[src/rtl/rv_pkg.sv]
package rv_pkg;

  localparam int xlen       = 32;
  localparam int reg_addr_w = 5;

  // base opcodes of the supported subset
  localparam logic [6:0] op_rtype     = 7'b0110011;
  localparam logic [6:0] op_itype_alu = 7'b0010011;
  localparam logic [6:0] op_load      = 7'b0000011;
  localparam logic [6:0] op_store     = 7'b0100011;
  localparam logic [6:0] op_branch    = 7'b1100011;
  localparam logic [6:0] op_lui       = 7'b0110111;
  localparam logic [6:0] op_jal       = 7'b1101111;

  // writeback source
  localparam logic [1:0] res_alu  = 2'b00;
  localparam logic [1:0] res_load = 2'b01;
  localparam logic [1:0] res_imm  = 2'b10;
  localparam logic [1:0] res_pc4  = 2'b11;

  // next pc select, resolved in E
  localparam logic [1:0] pc_plus4  = 2'b00;
  localparam logic [1:0] pc_branch = 2'b01;
  localparam logic [1:0] pc_jump   = 2'b10;

  // E-stage operand source
  localparam logic [1:0] fwd_reg      = 2'b00;
  localparam logic [1:0] fwd_w_result = 2'b01;
  localparam logic [1:0] fwd_m_imm    = 2'b10;
  localparam logic [1:0] fwd_m_alu    = 2'b11;

  localparam logic [2:0] alu_add = 3'd0;
  localparam logic [2:0] alu_sub = 3'd1;
  localparam logic [2:0] alu_and = 3'd2;
  localparam logic [2:0] alu_or  = 3'd3;
  localparam logic [2:0] alu_xor = 3'd4;
  localparam logic [2:0] alu_slt = 3'd5;

  // one instruction word, seen through each encoding format
  typedef union packed {
    struct packed {
      logic [6:0]            funct7;
      logic [reg_addr_w-1:0] rs2;
      logic [reg_addr_w-1:0] rs1;
      logic [2:0]            funct3;
      logic [reg_addr_w-1:0] rd;
      logic [6:0]            opcode;
    } r_fmt;
    struct packed {
      logic [11:0]           imm;
      logic [reg_addr_w-1:0] rs1;
      logic [2:0]            funct3;
      logic [reg_addr_w-1:0] rd;
      logic [6:0]            opcode;
    } i_fmt;
    struct packed {
      logic [6:0]            imm_hi;
      logic [reg_addr_w-1:0] rs2;
      logic [reg_addr_w-1:0] rs1;
      logic [2:0]            funct3;
      logic [4:0]            imm_lo;
      logic [6:0]            opcode;
    } s_fmt;
    struct packed {
      logic                  imm_12;
      logic [5:0]            imm_10_5;
      logic [reg_addr_w-1:0] rs2;
      logic [reg_addr_w-1:0] rs1;
      logic [2:0]            funct3;
      logic [3:0]            imm_4_1;
      logic                  imm_11;
      logic [6:0]            opcode;
    } b_fmt;
    struct packed {
      logic [19:0]           imm;
      logic [reg_addr_w-1:0] rd;
      logic [6:0]            opcode;
    } u_fmt;
    struct packed {
      logic                  imm_20;
      logic [9:0]            imm_10_1;
      logic                  imm_11;
      logic [7:0]            imm_19_12;
      logic [reg_addr_w-1:0] rd;
      logic [6:0]            opcode;
    } j_fmt;
  } instr_t;

endpackage

[src/rtl/rv_alu.sv]
`timescale 1ns/1ps

module rv_alu (
  input  logic [31:0] a,
  input  logic [31:0] b,
  input  logic [2:0]  ctl,
  output logic [31:0] y,
  output logic        zero
);
  import rv_pkg::*;

  always_comb begin
    case (ctl)
      alu_sub: y = a - b;
      alu_and: y = a & b;
      alu_or:  y = a | b;
      alu_xor: y = a ^ b;
      alu_slt: y = {{(xlen-1){1'b0}}, $signed(a) < $signed(b)};
      default: y = a + b; // alu_add
    endcase
  end

  assign zero = (y == '0); // beq/bne decision

endmodule

[src/rtl/rv_regfile.sv]
`timescale 1ns/1ps

module rv_regfile (
  input  logic        clk,
  input  logic        reset_x,
  input  logic [4:0]  ra1,
  input  logic [4:0]  ra2,
  input  logic [4:0]  wa,
  input  logic        we,
  input  logic [31:0] wd,
  output logic [31:0] rd1,
  output logic [31:0] rd2
);
  logic [31:0] regs [32];

  // architectural state starts at zero
  always_ff @(posedge clk or negedge reset_x) begin
    if (!reset_x) begin
      for (int i = 0; i < 32; i++) regs[i] <= '0;
    end else if (we && wa != 5'd0) begin
      regs[wa] <= wd;
    end
  end

  // W writes in the same cycle D reads
  assign rd1 = (ra1 == 5'd0) ? '0 : (we && wa == ra1) ? wd : regs[ra1];
  assign rd2 = (ra2 == 5'd0) ? '0 : (we && wa == ra2) ? wd : regs[ra2];

endmodule

[src/rtl/rv_decoder.sv]
`timescale 1ns/1ps

module rv_decoder (
  input  rv_pkg::instr_t instr,
  output logic           reg_write,
  output logic [1:0]     result_src,
  output logic           mem_write,
  output logic [2:0]     alu_ctl,
  output logic           alu_src,
  output logic           branch,
  output logic           branch_ne,
  output logic           jump,
  output logic [31:0]    imm
);
  import rv_pkg::*;

  always_comb begin
    // defaults give a bubble
    reg_write  = 1'b0;
    result_src = res_alu;
    mem_write  = 1'b0;
    alu_ctl    = alu_add;
    alu_src    = 1'b0;
    branch     = 1'b0;
    branch_ne  = 1'b0;
    jump       = 1'b0;
    imm        = '0;

    case (instr.r_fmt.opcode)
      op_rtype: begin
        reg_write = 1'b1;
        case (instr.r_fmt.funct3)
          3'b000:  alu_ctl = instr.r_fmt.funct7[5] ? alu_sub : alu_add;
          3'b010:  alu_ctl = alu_slt;
          3'b100:  alu_ctl = alu_xor;
          3'b110:  alu_ctl = alu_or;
          3'b111:  alu_ctl = alu_and;
          default: alu_ctl = alu_add;
        endcase
      end
      op_itype_alu: begin // addi only
        reg_write = 1'b1;
        alu_src   = 1'b1;
        imm       = {{20{instr.i_fmt.imm[11]}}, instr.i_fmt.imm};
      end
      op_load: begin
        reg_write  = 1'b1;
        result_src = res_load;
        alu_src    = 1'b1; // base + offset
        imm        = {{20{instr.i_fmt.imm[11]}}, instr.i_fmt.imm};
      end
      op_store: begin
        mem_write = 1'b1;
        alu_src   = 1'b1;
        imm       = {{20{instr.s_fmt.imm_hi[6]}}, instr.s_fmt.imm_hi, instr.s_fmt.imm_lo};
      end
      op_branch: begin
        branch    = 1'b1;
        alu_ctl   = alu_sub; // compare through the zero flag
        branch_ne = instr.b_fmt.funct3[0];
        imm       = {{19{instr.b_fmt.imm_12}}, instr.b_fmt.imm_12, instr.b_fmt.imm_11,
                     instr.b_fmt.imm_10_5, instr.b_fmt.imm_4_1, 1'b0};
      end
      op_lui: begin
        reg_write  = 1'b1;
        result_src = res_imm;
        imm        = {instr.u_fmt.imm, 12'b0};
      end
      op_jal: begin
        reg_write  = 1'b1;
        result_src = res_pc4; // link value
        jump       = 1'b1;
        imm        = {{11{instr.j_fmt.imm_20}}, instr.j_fmt.imm_20, instr.j_fmt.imm_19_12,
                      instr.j_fmt.imm_11, instr.j_fmt.imm_10_1, 1'b0};
      end
      default: ;
    endcase
  end

endmodule

[src/rtl/hazard.sv]
`timescale 1ns/1ps

module hazard (
  input  logic       clk,
  input  logic       reset_x,
  input  logic [4:0] d_rs1,
  input  logic [4:0] d_rs2,
  input  logic [4:0] e_rs1,
  input  logic [4:0] e_rs2,
  input  logic [4:0] e_rd,
  input  logic [4:0] m_rd,
  input  logic [4:0] w_rd,
  input  logic [1:0] e_result_src,
  input  logic [1:0] m_result_src,
  input  logic       m_reg_write,
  input  logic       w_reg_write,
  input  logic [1:0] e_pc_src,
  output logic [1:0] fwd_a,
  output logic [1:0] fwd_b,
  output logic       f_stall,
  output logic       d_stall,
  output logic       d_flush,
  output logic       e_flush
);
  import rv_pkg::*;

  logic load_use;
  logic stall;
  logic stall_q; // bubble already inserted last cycle

  // the nearest producer wins, x0 never forwards
  function automatic logic [1:0] fwd_sel(input logic [reg_addr_w-1:0] src);
    logic m_hit;
    logic [1:0] sel;
    m_hit = m_reg_write && (src == m_rd);
    sel   = fwd_reg;
    if (src != '0) begin
      if (m_hit && m_result_src == res_alu)
        sel = fwd_m_alu;
      else if (m_hit && m_result_src == res_imm)
        sel = fwd_m_imm; // lui
      else if (w_reg_write && src == w_rd)
        sel = fwd_w_result;
    end
    return sel;
  endfunction

  always_comb begin
    fwd_a = fwd_sel(e_rs1);
    fwd_b = fwd_sel(e_rs2);
  end

  assign load_use = (e_result_src == res_load) && (e_rd != '0)
                    && ((e_rd == d_rs1) || (e_rd == d_rs2));
  assign stall    = load_use && !stall_q;

  always_ff @(posedge clk or negedge reset_x) begin
    if (!reset_x)
      stall_q <= 1'b0;
    else
      stall_q <= stall;
  end

  assign f_stall = stall;
  assign d_stall = stall;
  assign d_flush = (e_pc_src != pc_plus4);  // redirect drops D
  assign e_flush = d_flush || stall;        // and E, or a load-use bubble

endmodule

[src/rtl/rv_datapath.sv]
`timescale 1ns/1ps

module rv_datapath (
  input  logic           clk,
  input  logic           reset_x,
  input  logic [31:0]    imem_rdata,
  input  logic [31:0]    dmem_rdata,
  // D-stage control from the decoder
  input  logic           reg_write,
  input  logic [1:0]     result_src,
  input  logic           mem_write,
  input  logic [2:0]     alu_ctl,
  input  logic           alu_src,
  input  logic           branch,
  input  logic           branch_ne,
  input  logic           jump,
  input  logic [31:0]    imm,
  // from the hazard unit
  input  logic [1:0]     fwd_a,
  input  logic [1:0]     fwd_b,
  input  logic           f_stall,
  input  logic           d_stall,
  input  logic           d_flush,
  input  logic           e_flush,
  output rv_pkg::instr_t d_instr,
  // to the hazard unit
  output logic [4:0]     d_rs1,
  output logic [4:0]     d_rs2,
  output logic [4:0]     e_rs1,
  output logic [4:0]     e_rs2,
  output logic [4:0]     e_rd,
  output logic [4:0]     m_rd,
  output logic [4:0]     w_rd,
  output logic [1:0]     e_result_src,
  output logic [1:0]     m_result_src,
  output logic           m_reg_write,
  output logic           w_reg_write,
  output logic [1:0]     e_pc_src,
  // memories and retire trace
  output logic [31:0]    imem_addr,
  output logic [31:0]    dmem_addr,
  output logic [31:0]    dmem_wdata,
  output logic           dmem_we,
  output logic           retire_valid,
  output logic [31:0]    retire_pc,
  output logic [4:0]     retire_rd,
  output logic [31:0]    retire_data
);
  import rv_pkg::*;

  logic [xlen-1:0] f_pc;
  logic [xlen-1:0] f_pc_next;
  logic            d_valid;
  logic            d_live;
  logic [xlen-1:0] d_pc;
  logic [xlen-1:0] d_rd1;
  logic [xlen-1:0] d_rd2;
  logic            e_valid;
  logic            e_reg_write;
  logic            e_mem_write;
  logic [2:0]      e_alu_ctl;
  logic            e_alu_src;
  logic            e_branch;
  logic            e_branch_ne;
  logic            e_jump;
  logic [xlen-1:0] e_pc;
  logic [xlen-1:0] e_rd1;
  logic [xlen-1:0] e_rd2;
  logic [xlen-1:0] e_imm;
  logic [xlen-1:0] e_src_a;
  logic [xlen-1:0] e_fwd_b;
  logic [xlen-1:0] e_alu_y;
  logic            e_zero;
  logic            e_taken;
  logic [xlen-1:0] e_target;
  logic            m_valid;
  logic            m_mem_write;
  logic [xlen-1:0] m_alu_y;
  logic [xlen-1:0] m_wdata;
  logic [xlen-1:0] m_imm;
  logic [xlen-1:0] m_pc;
  logic            w_valid;
  logic [1:0]      w_result_src;
  logic [xlen-1:0] w_alu_y;
  logic [xlen-1:0] w_load;
  logic [xlen-1:0] w_imm;
  logic [xlen-1:0] w_pc;
  logic [xlen-1:0] w_result;

  // fetch
  assign imem_addr = f_pc;
  assign f_pc_next = (e_pc_src != pc_plus4) ? e_target :
                     f_stall                ? f_pc     : f_pc + 32'd4;

  always_ff @(posedge clk or negedge reset_x) begin
    if (!reset_x)
      f_pc <= '0;
    else
      f_pc <= f_pc_next;
  end

  // F/D
  always_ff @(posedge clk or negedge reset_x) begin
    if (!reset_x)
      d_valid <= 1'b0;
    else if (d_flush)
      d_valid <= 1'b0;
    else if (!d_stall)
      d_valid <= 1'b1;
  end

  always_ff @(posedge clk) begin
    if (!d_stall) begin
      d_instr <= imem_rdata;
      d_pc    <= f_pc;
    end
  end

  // decode
  assign d_rs1  = d_valid ? d_instr.r_fmt.rs1 : '0;
  assign d_rs2  = d_valid ? d_instr.r_fmt.rs2 : '0;
  assign d_live = d_valid && !e_flush; // otherwise a bubble enters E

  rv_regfile rf0 (
    .clk     (clk),
    .reset_x (reset_x),
    .ra1     (d_instr.r_fmt.rs1),
    .ra2     (d_instr.r_fmt.rs2),
    .wa      (w_rd),
    .we      (w_reg_write),
    .wd      (w_result),
    .rd1     (d_rd1),
    .rd2     (d_rd2)
  );

  // D/E
  always_ff @(posedge clk or negedge reset_x) begin
    if (!reset_x) begin
      e_valid      <= 1'b0;
      e_reg_write  <= 1'b0;
      e_result_src <= res_alu;
      e_mem_write  <= 1'b0;
      e_branch     <= 1'b0;
      e_jump       <= 1'b0;
    end else begin
      e_valid      <= d_live;
      e_reg_write  <= d_live && reg_write;
      e_result_src <= d_live ? result_src : res_alu;
      e_mem_write  <= d_live && mem_write;
      e_branch     <= d_live && branch;
      e_jump       <= d_live && jump;
    end
  end

  always_ff @(posedge clk) begin
    e_alu_ctl   <= alu_ctl;
    e_alu_src   <= alu_src;
    e_branch_ne <= branch_ne;
    e_pc        <= d_pc;
    e_rd1       <= d_rd1;
    e_rd2       <= d_rd2;
    e_imm       <= imm;
    e_rs1       <= d_instr.r_fmt.rs1;
    e_rs2       <= d_instr.r_fmt.rs2;
    e_rd        <= d_instr.r_fmt.rd;
  end

  // execute
  function automatic logic [xlen-1:0] fwd_pick(input logic [1:0] sel,
                                               input logic [xlen-1:0] reg_val);
    case (sel)
      fwd_w_result: return w_result;
      fwd_m_imm:    return m_imm;
      fwd_m_alu:    return m_alu_y;
      default:      return reg_val;
    endcase
  endfunction

  always_comb begin
    e_src_a = fwd_pick(fwd_a, e_rd1);
    e_fwd_b = fwd_pick(fwd_b, e_rd2); // also the store data
  end

  rv_alu alu0 (
    .a    (e_src_a),
    .b    (e_alu_src ? e_imm : e_fwd_b),
    .ctl  (e_alu_ctl),
    .y    (e_alu_y),
    .zero (e_zero)
  );

  assign e_taken  = e_branch && (e_zero ^ e_branch_ne);
  assign e_target = e_pc + e_imm; // branches and jal are both pc relative

  always_comb begin
    if (e_jump)
      e_pc_src = pc_jump;
    else if (e_taken)
      e_pc_src = pc_branch;
    else
      e_pc_src = pc_plus4;
  end

  // E/M
  always_ff @(posedge clk or negedge reset_x) begin
    if (!reset_x) begin
      m_valid      <= 1'b0;
      m_reg_write  <= 1'b0;
      m_result_src <= res_alu;
      m_mem_write  <= 1'b0;
    end else begin
      m_valid      <= e_valid;
      m_reg_write  <= e_reg_write;
      m_result_src <= e_result_src;
      m_mem_write  <= e_mem_write;
    end
  end

  always_ff @(posedge clk) begin
    m_alu_y <= e_alu_y;
    m_wdata <= e_fwd_b;
    m_imm   <= e_imm;
    m_pc    <= e_pc;
    m_rd    <= e_rd;
  end

  assign dmem_addr  = m_alu_y; // held for loads too
  assign dmem_wdata = m_wdata;
  assign dmem_we    = m_mem_write;

  // M/W
  always_ff @(posedge clk or negedge reset_x) begin
    if (!reset_x) begin
      w_valid      <= 1'b0;
      w_reg_write  <= 1'b0;
      w_result_src <= res_alu;
    end else begin
      w_valid      <= m_valid;
      w_reg_write  <= m_reg_write;
      w_result_src <= m_result_src;
    end
  end

  always_ff @(posedge clk) begin
    w_alu_y <= m_alu_y;
    w_load  <= dmem_rdata;
    w_imm   <= m_imm;
    w_pc    <= m_pc;
    w_rd    <= m_rd;
  end

  always_comb begin
    case (w_result_src)
      res_load: w_result = w_load;
      res_imm:  w_result = w_imm;
      res_pc4:  w_result = w_pc + 32'd4;
      default:  w_result = w_alu_y;
    endcase
  end

  // retire trace, rd and data read zero when nothing is written
  assign retire_valid = w_valid;
  assign retire_pc    = w_pc;
  assign retire_rd    = w_reg_write ? w_rd : '0;
  assign retire_data  = (retire_rd != '0) ? w_result : '0;

endmodule

[src/rtl/rv_core.sv]
`timescale 1ns/1ps

module rv_core (
  input  logic        clk,
  input  logic        reset_x,
  input  logic [31:0] imem_rdata,
  input  logic [31:0] dmem_rdata,
  output logic [31:0] imem_addr,
  output logic [31:0] dmem_addr,
  output logic [31:0] dmem_wdata,
  output logic        dmem_we,
  output logic        retire_valid,
  output logic [31:0] retire_pc,
  output logic [4:0]  retire_rd,
  output logic [31:0] retire_data
);
  import rv_pkg::*;

  instr_t          d_instr;
  logic            reg_write;
  logic [1:0]      result_src;
  logic            mem_write;
  logic [2:0]      alu_ctl;
  logic            alu_src;
  logic            branch;
  logic            branch_ne;
  logic            jump;
  logic [xlen-1:0] imm;

  logic [reg_addr_w-1:0] d_rs1, d_rs2;
  logic [reg_addr_w-1:0] e_rs1, e_rs2, e_rd;
  logic [reg_addr_w-1:0] m_rd, w_rd;
  logic [1:0]            e_result_src, m_result_src, e_pc_src;
  logic                  m_reg_write, w_reg_write;
  logic [1:0]            fwd_a, fwd_b;
  logic                  f_stall, d_stall, d_flush, e_flush;

  rv_decoder dec0 (
    .instr      (d_instr),
    .reg_write  (reg_write),
    .result_src (result_src),
    .mem_write  (mem_write),
    .alu_ctl    (alu_ctl),
    .alu_src    (alu_src),
    .branch     (branch),
    .branch_ne  (branch_ne),
    .jump       (jump),
    .imm        (imm)
  );

  hazard hazard0 (
    .clk          (clk),
    .reset_x      (reset_x),
    .d_rs1        (d_rs1),
    .d_rs2        (d_rs2),
    .e_rs1        (e_rs1),
    .e_rs2        (e_rs2),
    .e_rd         (e_rd),
    .m_rd         (m_rd),
    .w_rd         (w_rd),
    .e_result_src (e_result_src),
    .m_result_src (m_result_src),
    .m_reg_write  (m_reg_write),
    .w_reg_write  (w_reg_write),
    .e_pc_src     (e_pc_src),
    .fwd_a        (fwd_a),
    .fwd_b        (fwd_b),
    .f_stall      (f_stall),
    .d_stall      (d_stall),
    .d_flush      (d_flush),
    .e_flush      (e_flush)
  );

  rv_datapath dp0 (
    .clk          (clk),
    .reset_x      (reset_x),
    .imem_rdata   (imem_rdata),
    .dmem_rdata   (dmem_rdata),
    .reg_write    (reg_write),
    .result_src   (result_src),
    .mem_write    (mem_write),
    .alu_ctl      (alu_ctl),
    .alu_src      (alu_src),
    .branch       (branch),
    .branch_ne    (branch_ne),
    .jump         (jump),
    .imm          (imm),
    .fwd_a        (fwd_a),
    .fwd_b        (fwd_b),
    .f_stall      (f_stall),
    .d_stall      (d_stall),
    .d_flush      (d_flush),
    .e_flush      (e_flush),
    .d_instr      (d_instr),
    .d_rs1        (d_rs1),
    .d_rs2        (d_rs2),
    .e_rs1        (e_rs1),
    .e_rs2        (e_rs2),
    .e_rd         (e_rd),
    .m_rd         (m_rd),
    .w_rd         (w_rd),
    .e_result_src (e_result_src),
    .m_result_src (m_result_src),
    .m_reg_write  (m_reg_write),
    .w_reg_write  (w_reg_write),
    .e_pc_src     (e_pc_src),
    .imem_addr    (imem_addr),
    .dmem_addr    (dmem_addr),
    .dmem_wdata   (dmem_wdata),
    .dmem_we      (dmem_we),
    .retire_valid (retire_valid),
    .retire_pc    (retire_pc),
    .retire_rd    (retire_rd),
    .retire_data  (retire_data)
  );

endmodule

[config.mk]
export PLATFORM = sky130hd
export DESIGN_NAME = rv_core
export DESIGN_NICKNAME = d
export VERILOG_FILES = /design/src/rtl/rv_pkg.sv /design/src/rtl/rv_alu.sv /design/src/rtl/rv_regfile.sv /design/src/rtl/rv_decoder.sv /design/src/rtl/hazard.sv /design/src/rtl/rv_datapath.sv /design/src/rtl/rv_core.sv
export SDC_FILE = /design/constraint.sdc
export NUM_CORES = 2
export LEC_CHECK = 0
export ABC_AREA = 0
export BUFFER_PORTS_ARGS = -buffer_cell sky130_fd_sc_hd__buf_2
export CAP_MARGIN = 20
export CORE_ASPECT_RATIO = 1.75
export CORE_UTILIZATION = 55
export CTS_BUF_LIST = sky130_fd_sc_hd__clkbuf_8 sky130_fd_sc_hd__clkbuf_16
export CTS_CLUSTER_SIZE = 8
export DETAILED_ROUTE_END_ITERATION = 10
export HOLD_SLACK_MARGIN = 0.15
export PLACE_DENSITY_LB_ADDON = 0.05
export RECOVER_POWER = 50
export SYNTH_ARGS = -nofsm -noshare
export SYNTH_HDL_FRONTEND = slang
export SYNTH_HIERARCHICAL = 1
export SYNTH_SLANG_ARGS = --single-unit
[constraint.sdc]
create_clock -name clk -period 6.9 [get_ports clk]
set_clock_uncertainty 0.2 [all_clocks]
set_input_delay 1.035 -clock clk [delete_from_list [all_inputs] [get_ports clk]]
set_output_delay 1.035 -clock clk [all_outputs]
set_load 0.02 [all_outputs]
# Word level (Yosys, flattened, before mapping)

Index checks and enable logic that the tools add are counted.

Add/subtract/negate cells: 5
Magnitude comparators: 5
Equality and inequality tests: 36
Mux-type cells: 45
Bitwise gates (word level): 7
Reductions and logical operators: 39

Operator list:

| cell                    | count |
|---|---|
| $bwmux W1024            | 1 |
| $mux W32                | 11 |
| $bmux W32 S5            | 2 |
| $pmux W32 S5            | 2 |
| $pmux W32 S3            | 3 |
| $demux W32 S5           | 1 |
| $add A32 B3 Y32 const B | 2 |
| $add A32 B32 Y32        | 2 |
| $eq A5 B5 Y1            | 8 |
| $and A32 B32 Y32        | 1 |
| $logic_not A32 Y1       | 1 |
| $lt A32 B32 Y1          | 1 |
| $or A32 B32 Y32         | 1 |
| $sub A32 B32 Y32        | 1 |
| $xor A32 B32 Y32        | 1 |
| $reduce_bool A5 Y1      | 5 |
| $eq A7 B6 Y1 const B    | 3 |
| $logic_and A1 B1 Y1     | 21 |
| $ge A6 B6 Y1 const B    | 3 |
| $not A5 Y6              | 3 |
| $mux W2                 | 8 |
| $eq A3 B3 Y1 const B    | 5 |
| $mux W5                 | 3 |
| $pmux W3 S5             | 1 |
| other kinds (22)        | 47 |

Bits in registers: 1552
Bits of input ports: 66

# Logic depth before layout (Yosys ltp)

Depth after elaboration: 21
Gate-level depth with buffers: 33
Gate-level depth less buffers: 30

# By module

The synthesis kept the hierarchy.

Modules (own cells, without submodules):

| module      | times used | cells each | area an instance (um2) |
|---|---|---|---|
| rv_regfile  | 1          | 3779       | 54823.8 |
| rv_datapath | 1          | 1358       | 17799.6 |
| rv_alu      | 1          | 883        | 5667.9 |
| rv_decoder  | 1          | 73         | 480.5 |
| hazard      | 1          | 61         | 459.2 |

# Worst setup path after synthesis

Ideal clock, no wire load.

Path kind: flip-flop to flip-flop
Start: register dp0.e_rs1[0]
End: register dp0.f_pc[3], in the netlist dp0/imem_addr[3]
Library setup time: 0.136 ns
Arrival time: 6.547 ns
Path slack: 0.017 ns
Stages on the path, launching flop included: 28
Period minus slack after synthesis: 6.883 ns
Path through: dfxtp_1 xor2_1 nor4_1 nand3_1 or2_0 a21oi_1 clkbuf_1 clkbuf_1 mux4_2 ha_1 fa_1 a21o_2 a221oi_1 nor3_1 or3_1 a211oi_1 nor3_1 o32a_1 or4_1 nor4_2 nand4_1 nor3b_2 xor2_1 nand2_1 nand2b_1 clkbuf_1 clkbuf_1 o21ai_0

Cells in the longest elaborated chain, start to end: 17
Elaborated cells between the ends (all ways): 30
Those cells by class: 2 x add/sub; 1 x order compare; 6 x eq/ne; 9 x mux; 4 x bitwise; 8 x reduce/logical

Ends and longest elaborated chain:

| element                                            | line                       | RTL |
|---|---|---|
| start: declaration                                 | rv_datapath.sv:29          | `output logic [4:0] e_rs1,` |
| start signal: assignment                           | rv_datapath.sv:163         | `e_rs1 <= d_instr.r_fmt.rs1;` |
| $eq A5 B5 Y1 (on tied branches)                    | hazard.sv:42, hazard.sv:35 |  |
| $logic_and A1 B1 Y1 (on tied branches)             | hazard.sv:42, hazard.sv:35 |  |
| $mux W1 or $logic_and A1 B1 Y1 (tied branches)     | hazard.sv:42, hazard.sv:40 |  |
| $mux W2                                            | hazard.sv:40               | `else if (m_hit && m_result_src == res_imm)` |
| $mux W2                                            | hazard.sv:38               | `if (m_hit && m_result_src == res_alu)` |
| $mux W2 (*)                                        | hazard.sv:37               | `if (src != '0) begin` |
| net fwd_a[0]                                       | rv_core.sv:35              | `logic [1:0] fwd_a, fwd_b;` |
| $eq A2 B2 Y1 or $eq A2 B1 Y1 (tied branches)       | rv_datapath.sv:171         | `case (sel)` |
| [... 1 more ...]                                   | -                          |  |
| net dp0.e_src_a[0]                                 | rv_datapath.sv:70          | `logic [xlen-1:0] e_src_a;` |
| [... 2 more ...]                                   | -                          |  |
| net dp0.e_alu_y[18]                                | rv_datapath.sv:72          | `logic [xlen-1:0] e_alu_y;` |
| $logic_not A32 Y1 (*)                              | rv_alu.sv:23               | `assign zero = (y == '0);` |
| net dp0.e_zero                                     | rv_datapath.sv:73          | `logic e_zero;` |
| $xor A1 B1 Y1 (*)                                  | rv_datapath.sv:192         | `assign e_taken = e_branch && (e_zero ^ e_branch_ne);` |
| $logic_and A1 B1 Y1 (*)                            | rv_datapath.sv:192         |  |
| $mux W1 (*)                                        | rv_datapath.sv:198         | `else if (e_taken)` |
| $mux W2 (*)                                        | rv_datapath.sv:196         | `if (e_jump)` |
| $reduce_bool A2 Y1 (*)                             | rv_datapath.sv:92          | `assign f_pc_next = (e_pc_src != pc_plus4) ? e_target :` |
| $ne A2 B2 Y1 (no line) or $mux W32 (tied branches) | -                          |  |
| end signal: assignment                             | rv_datapath.sv:99          | `f_pc <= f_pc_next;` |
| end: declaration                                   | rv_datapath.sv:51          | `logic [xlen-1:0] f_pc;` |

Mark *: on every way through the listed nets, which the timed path passes. The rest lies on a longest branch.
A chain may end at the register's enable or synchronous reset.

# Worst setup path in the final report

Start: register dp0.m_rd[0]
End: register dp0.e_jump

Cells in the longest elaborated chain, start to end: 21
Elaborated cells between the ends (all ways): 40
Those cells by class: 2 x add/sub; 1 x order compare; 8 x eq/ne; 12 x mux; 4 x bitwise; 13 x reduce/logical

Ends and longest elaborated chain:

| element                                      | line               | RTL |
|---|---|---|
| start: declaration                           | rv_datapath.sv:32  | `output logic [4:0] m_rd,` |
| start signal: assignment                     | rv_datapath.sv:224 | `m_rd <= e_rd;` |
| $eq A5 B5 Y1 (*)                             | hazard.sv:35       | `m_hit = m_reg_write && (src == m_rd);` |
| $logic_and A1 B1 Y1 (*)                      | hazard.sv:35       |  |
| $logic_and A1 B1 Y1                          | hazard.sv:40       |  |
| $mux W2                                      | hazard.sv:40       |  |
| $mux W2 (*)                                  | hazard.sv:38       |  |
| $mux W2 (*)                                  | hazard.sv:37       |  |
| net fwd_b[0]                                 | rv_core.sv:35      |  |
| $eq A2 B2 Y1 or $eq A2 B1 Y1 (tied branches) | rv_datapath.sv:171 |  |
| [... 1 more ...]                             | -                  |  |
| net dp0.e_fwd_b[4]                           | rv_datapath.sv:71  | `logic [xlen-1:0] e_fwd_b;` |
| [... 3 more ...]                             | -                  |  |
| net dp0.e_alu_y[13]                          | rv_datapath.sv:72  |  |
| [... 1 more ...]                             | -                  |  |
| net dp0.e_zero                               | rv_datapath.sv:73  |  |
| [... 4 more ...]                             | -                  |  |
| net e_pc_src[0]                              | rv_core.sv:33      | `logic [1:0] e_result_src, m_result_src, e_pc_src;` |
| $reduce_bool A2 Y1 (*)                       | hazard.sv:66       | `assign d_flush = (e_pc_src != pc_plus4);` |
| net d_flush                                  | rv_core.sv:36      | `logic f_stall, d_stall, d_flush, e_flush;` |
| $logic_or A1 B1 Y1 (*)                       | hazard.sv:67       | `assign e_flush = d_flush \|\| stall;` |
| net e_flush                                  | rv_core.sv:36      |  |
| $logic_not A1 Y1 (*)                         | rv_datapath.sv:122 | `assign d_live = d_valid && !e_flush;` |
| $logic_and A1 B1 Y1 (*)                      | rv_datapath.sv:122 |  |
| net dp0.d_live                               | rv_datapath.sv:54  | `logic d_live;` |
| $logic_and A1 B1 Y1 (*)                      | rv_datapath.sv:151 | `e_jump <= d_live && jump;` |
| end signal: assignment                       | rv_datapath.sv:151 |  |
| end: declaration                             | rv_datapath.sv:65  | `logic e_jump;` |

Marks and branches as above.

==> metrics.yaml <==
flow_run:
  drv_cap: 0
clock_tree:
  clock_path_buffers: 3
  cts_made_buffers: 212
  cts.clk_slew.worst_paths_ns: 0.06
  cts-root-buf: "clkbuf_16"
  cts_max_level: 4
  cts_tree: "yes"
  insertion_delay_ns: 0.86
  cts.sinks: 1552
finish:
  layout-drive-gt1-share: 0.424
  register_area_sq_mm: 0.0371
  fillers: 10900
  final_cells: 8741
  nNetsFinal: 6976
  final_util: 0.658
  area_growth_pct: 18.2
  multiInputGateArea_sq_mm: 0.0402
logic_synthesis:
  synth_seq_cells: 1552
  synthesis.area_sq_mm: 0.0792
  syn_inst: 6154
  avgSynthCellArea_sq_um: 12.9
  seq_area_frac_synth: 0.468
  yosysMostFrequentCell: "mux2_2"
  synth_edf_count: 64
  ys_warn_count: 6
  ys_async_sr_fraction: 0.692
  synthTopCellsByCount: "1075 x mux2_2, 1074 x dfrtp_1, 508 x mux4_2, 414 x dfxtp_1, 354 x clkbuf_1"
  synth_nets: 6352
  synth_ff_type: "dfrtp_1"
  yosys.cell_types.count: 104
  yosysTopAreaCellShare: 0.339
  synthTopCellsByArea: "dfrtp_1 34%, mux2_2 15%, mux4_2 14%, dfxtp_1 10%, edfxtp_1 2.4%"
  synth.largest_area_cell: "dfrtp_1"
sta:
  fin_ws_ns: -0.393
  rsz0062_at_grt: "yes"
  period_minus_slack_ns: 7.29
  max_clock_freq_mhz: 137
  setup-violations-final: 40
  tightest_slew_ns: 1.21
  drv_slew: 0
  fin_hold_ws_ns: 0.148
  relSlewSlack: 0.193
  fin_crit_sh: 1.06
  hold_viol: 0
power:
  power_leakage_nw: 43.1
  power_density_mw_per_mm2: 253
  peakVddDrop_uv: 264
  power_mw: 23.7
detailed_routing:
  routed_via_density: 6.83
  drtIter0Drc: 5256
  drc: 0
  ant_nets: 0
  wl_um: 309000
  avgRoutedWirePerCell_um: 35.3
  firstDrtPassIters: 8
  via_count: 59700
die:
  die-area_sq_mm: 0.146
  coreArea_sq_mm: 0.142
  die_width_um: 289
  rows: 183
  dieHeight_um: 504
  start_util: 0.556
  top_level_ports: 233
worst_setup_path:
  cp_slowest_cell: "a2111o_1"
  cpPeakStageDelay_ns: 0.44
  path_max_fanout: 7
  cp.required_ns: 7.48
  r2r_end: "dp0/e_jump"
  crit_arrival_ns: 7.87
  cp-end-kind: "register"
  rrSetupSlack_ns: -0.39
  worstReg2RegStart: "dp0/m_rd[0]"
  crit_type: "reg -> reg"
  reg2regPathDepth: 35
  start_kind: "register"
  cpMostUsedCell: "buf_6"
status:
  outcome: "finished, violations left"
  violations: "setup timing"
global_route:
  grt_max_degree: 182
  grt-ovfl-total: 0
  grt_pass1_wl_um: 438000
  grt_usage: 0.426
  antenna_found_initial: 21
  grt_pass1_vias: 61100
worst_hold_path:
  hp-class: "reg -> reg"
  whs_path_depth: 0
  min_from: "dp0/d_pc[17]"
  worstHoldEndpoint: "dp0/e_pc[17]"
placed_design:
  portBuffers: 232
  place_hpwl_um: 204000
  gp_congestion: 1.03
  placedCellCount: 8266
[worst max-delay path by stage]
| stage | start | slack, ns | to | cells after the start |
|---|---|---|---|---|
| 2_1_floorplan | dp0/e_rs1[0] | 0.02 | dp0/imem_addr[3] | 27 |
| 3_3_place_gp | dp0/m_rd[4] | -0.67 | dp0/e_result_src[1] | 35 |
| 3_5_place_dp | dp0/m_rd[4] | -0.74 | dp0/e_branch | 35 |
| 4_1_cts | dp0/m_rd[4] | -0.18 | dp0/e_branch | 31 |
| 5_1_grt | dp0/m_rd[0] | -0.63 | dp0/imem_addr[27] | 36 |
| 6_report | dp0/m_rd[0] | -0.39 | dp0/e_jump | 35 |
[layout by cell type, fill, tap and decap left out, types with 35 or more instances in the layout]
cell	count
a21oi_1	188
a22oi_1	62
nand3_1	49
dfrtp_1	1073
nor2_1	207
xnor2_1	75
mux2_2	1069
ha_1	114
and3_1	39
o21ai_0	118
a221oi_1	43
o211ai_1	36
o22ai_1	84
mux2i_1	155
xor2_1	57
dfxtp_1	406
buf_4	578
clkbuf_16	222
a221o_1	39
a211oi_1	52
mux4_2	508
edfxtp_1	64
dlygate4sd3_1	92
nor3_1	55
nand2_1	239
nand4_1	40
nor4_1	35
inv_1	202
nor2b_1	62
and2_1	44
buf_2	226
a21o_1	44
[critical path, delay by kind of cell (launching register included)]
kind / cells / cell delay (ns)
adder cells (fa/ha/maj): 1 / 0.20
AND/OR/NAND/NOR: 13 / 2.53
AO/OA/AOI/OAI: 7 / 1.72
XOR/XNOR: 2 / 0.21
buffers and inverters: 9 / 1.17
multiplexers: 3 / 0.83
flip-flops: 1 / 0.32
[registers in the layout, indices dropped and copies added (netlist names), 5 cells and up]
register and flops:
dp0/e_rs2 5, dp0/rf0/regs 1024, dp0/w_imm 32, dp0/e_rs1 5
dp0/e_rd 5, dp0/d_pc 32, dp0/w_alu_y 32, dp0/w_rd 5
dp0/w_load 32, dp0/dmem_addr 32, dp0/m_imm 32, dp0/e_imm 32
dp0/imem_addr 32, dp0/retire_pc 32, dp0/e_pc 32, dp0/d_instr 32
dp0/m_pc 32, dp0/dmem_wdata 32, dp0/m_rd 5, dp0/e_rd2 32
dp0/e_rd1 32
[where the power goes]
part | total [mW] | internal, mW | switching (mW)
Sequential | 10.2 | 9.65 | 0.498
Clock | 9.62 | 5.60 | 4.02
Combinational | 3.92 | 1.51 | 2.41
[cell type report]
class,instances,area share
clock inverter,95,0.00548
timing repair buffer,968,0.0796
tap,1850,0.0247
sequential,1552,0.396
clock buffer,220,0.0587
antenna,12,0.000321
multi-input combinational,3911,0.430
inverter,133,0.00541
[through the flow]
step                      instance area [sq um]  TNS [ns]  worst slack, ns
after floorplan                           79200         0           0.0166
after global placement                    85300    -19.67           -0.665
after detailed placement                  85300    -23.06           -0.741
after CTS                                 93000     -2.91           -0.184
after global routing                      93600    -17.09           -0.629
final                                     93700     -9.95           -0.393
[per-layer routing]
layer	global-route usage	vias to the layer above	routed length (um)
li1	-	24400	-
met1	0.491	30800	106000
met2	0.684	3355	148000
met3	0.0833	1122	24500
met4	0.348	6	29800
met5	0	-	51
[kinds of logic (layout without fill, tap and decap cells)]
kind of cell	count (synthesis)	after routing	share of synthesized area
other	0	12	0
AND/OR/NAND/NOR	947	947	0.0594
AO/OA/AOI/OAI	959	959	0.0833
XOR/XNOR	135	135	0.0149
adder cells (fa/ha/maj)	132	132	0.0211
buffers and inverters	691	1416	0.0364
flip-flops	1552	1552	0.468
multiplexers	1738	1738	0.317
[timing repair]
item,4_1_cts,5_1_grt
hold endpoints to repair,160,0
gates cloned,1,4
hold buffers,92,0
resized for setup,135,88
buffers inserted,22,28
setup endpoints to repair,40,40
pin swaps,38,39
No activity file was read; power rests on OpenSTA's default activity.
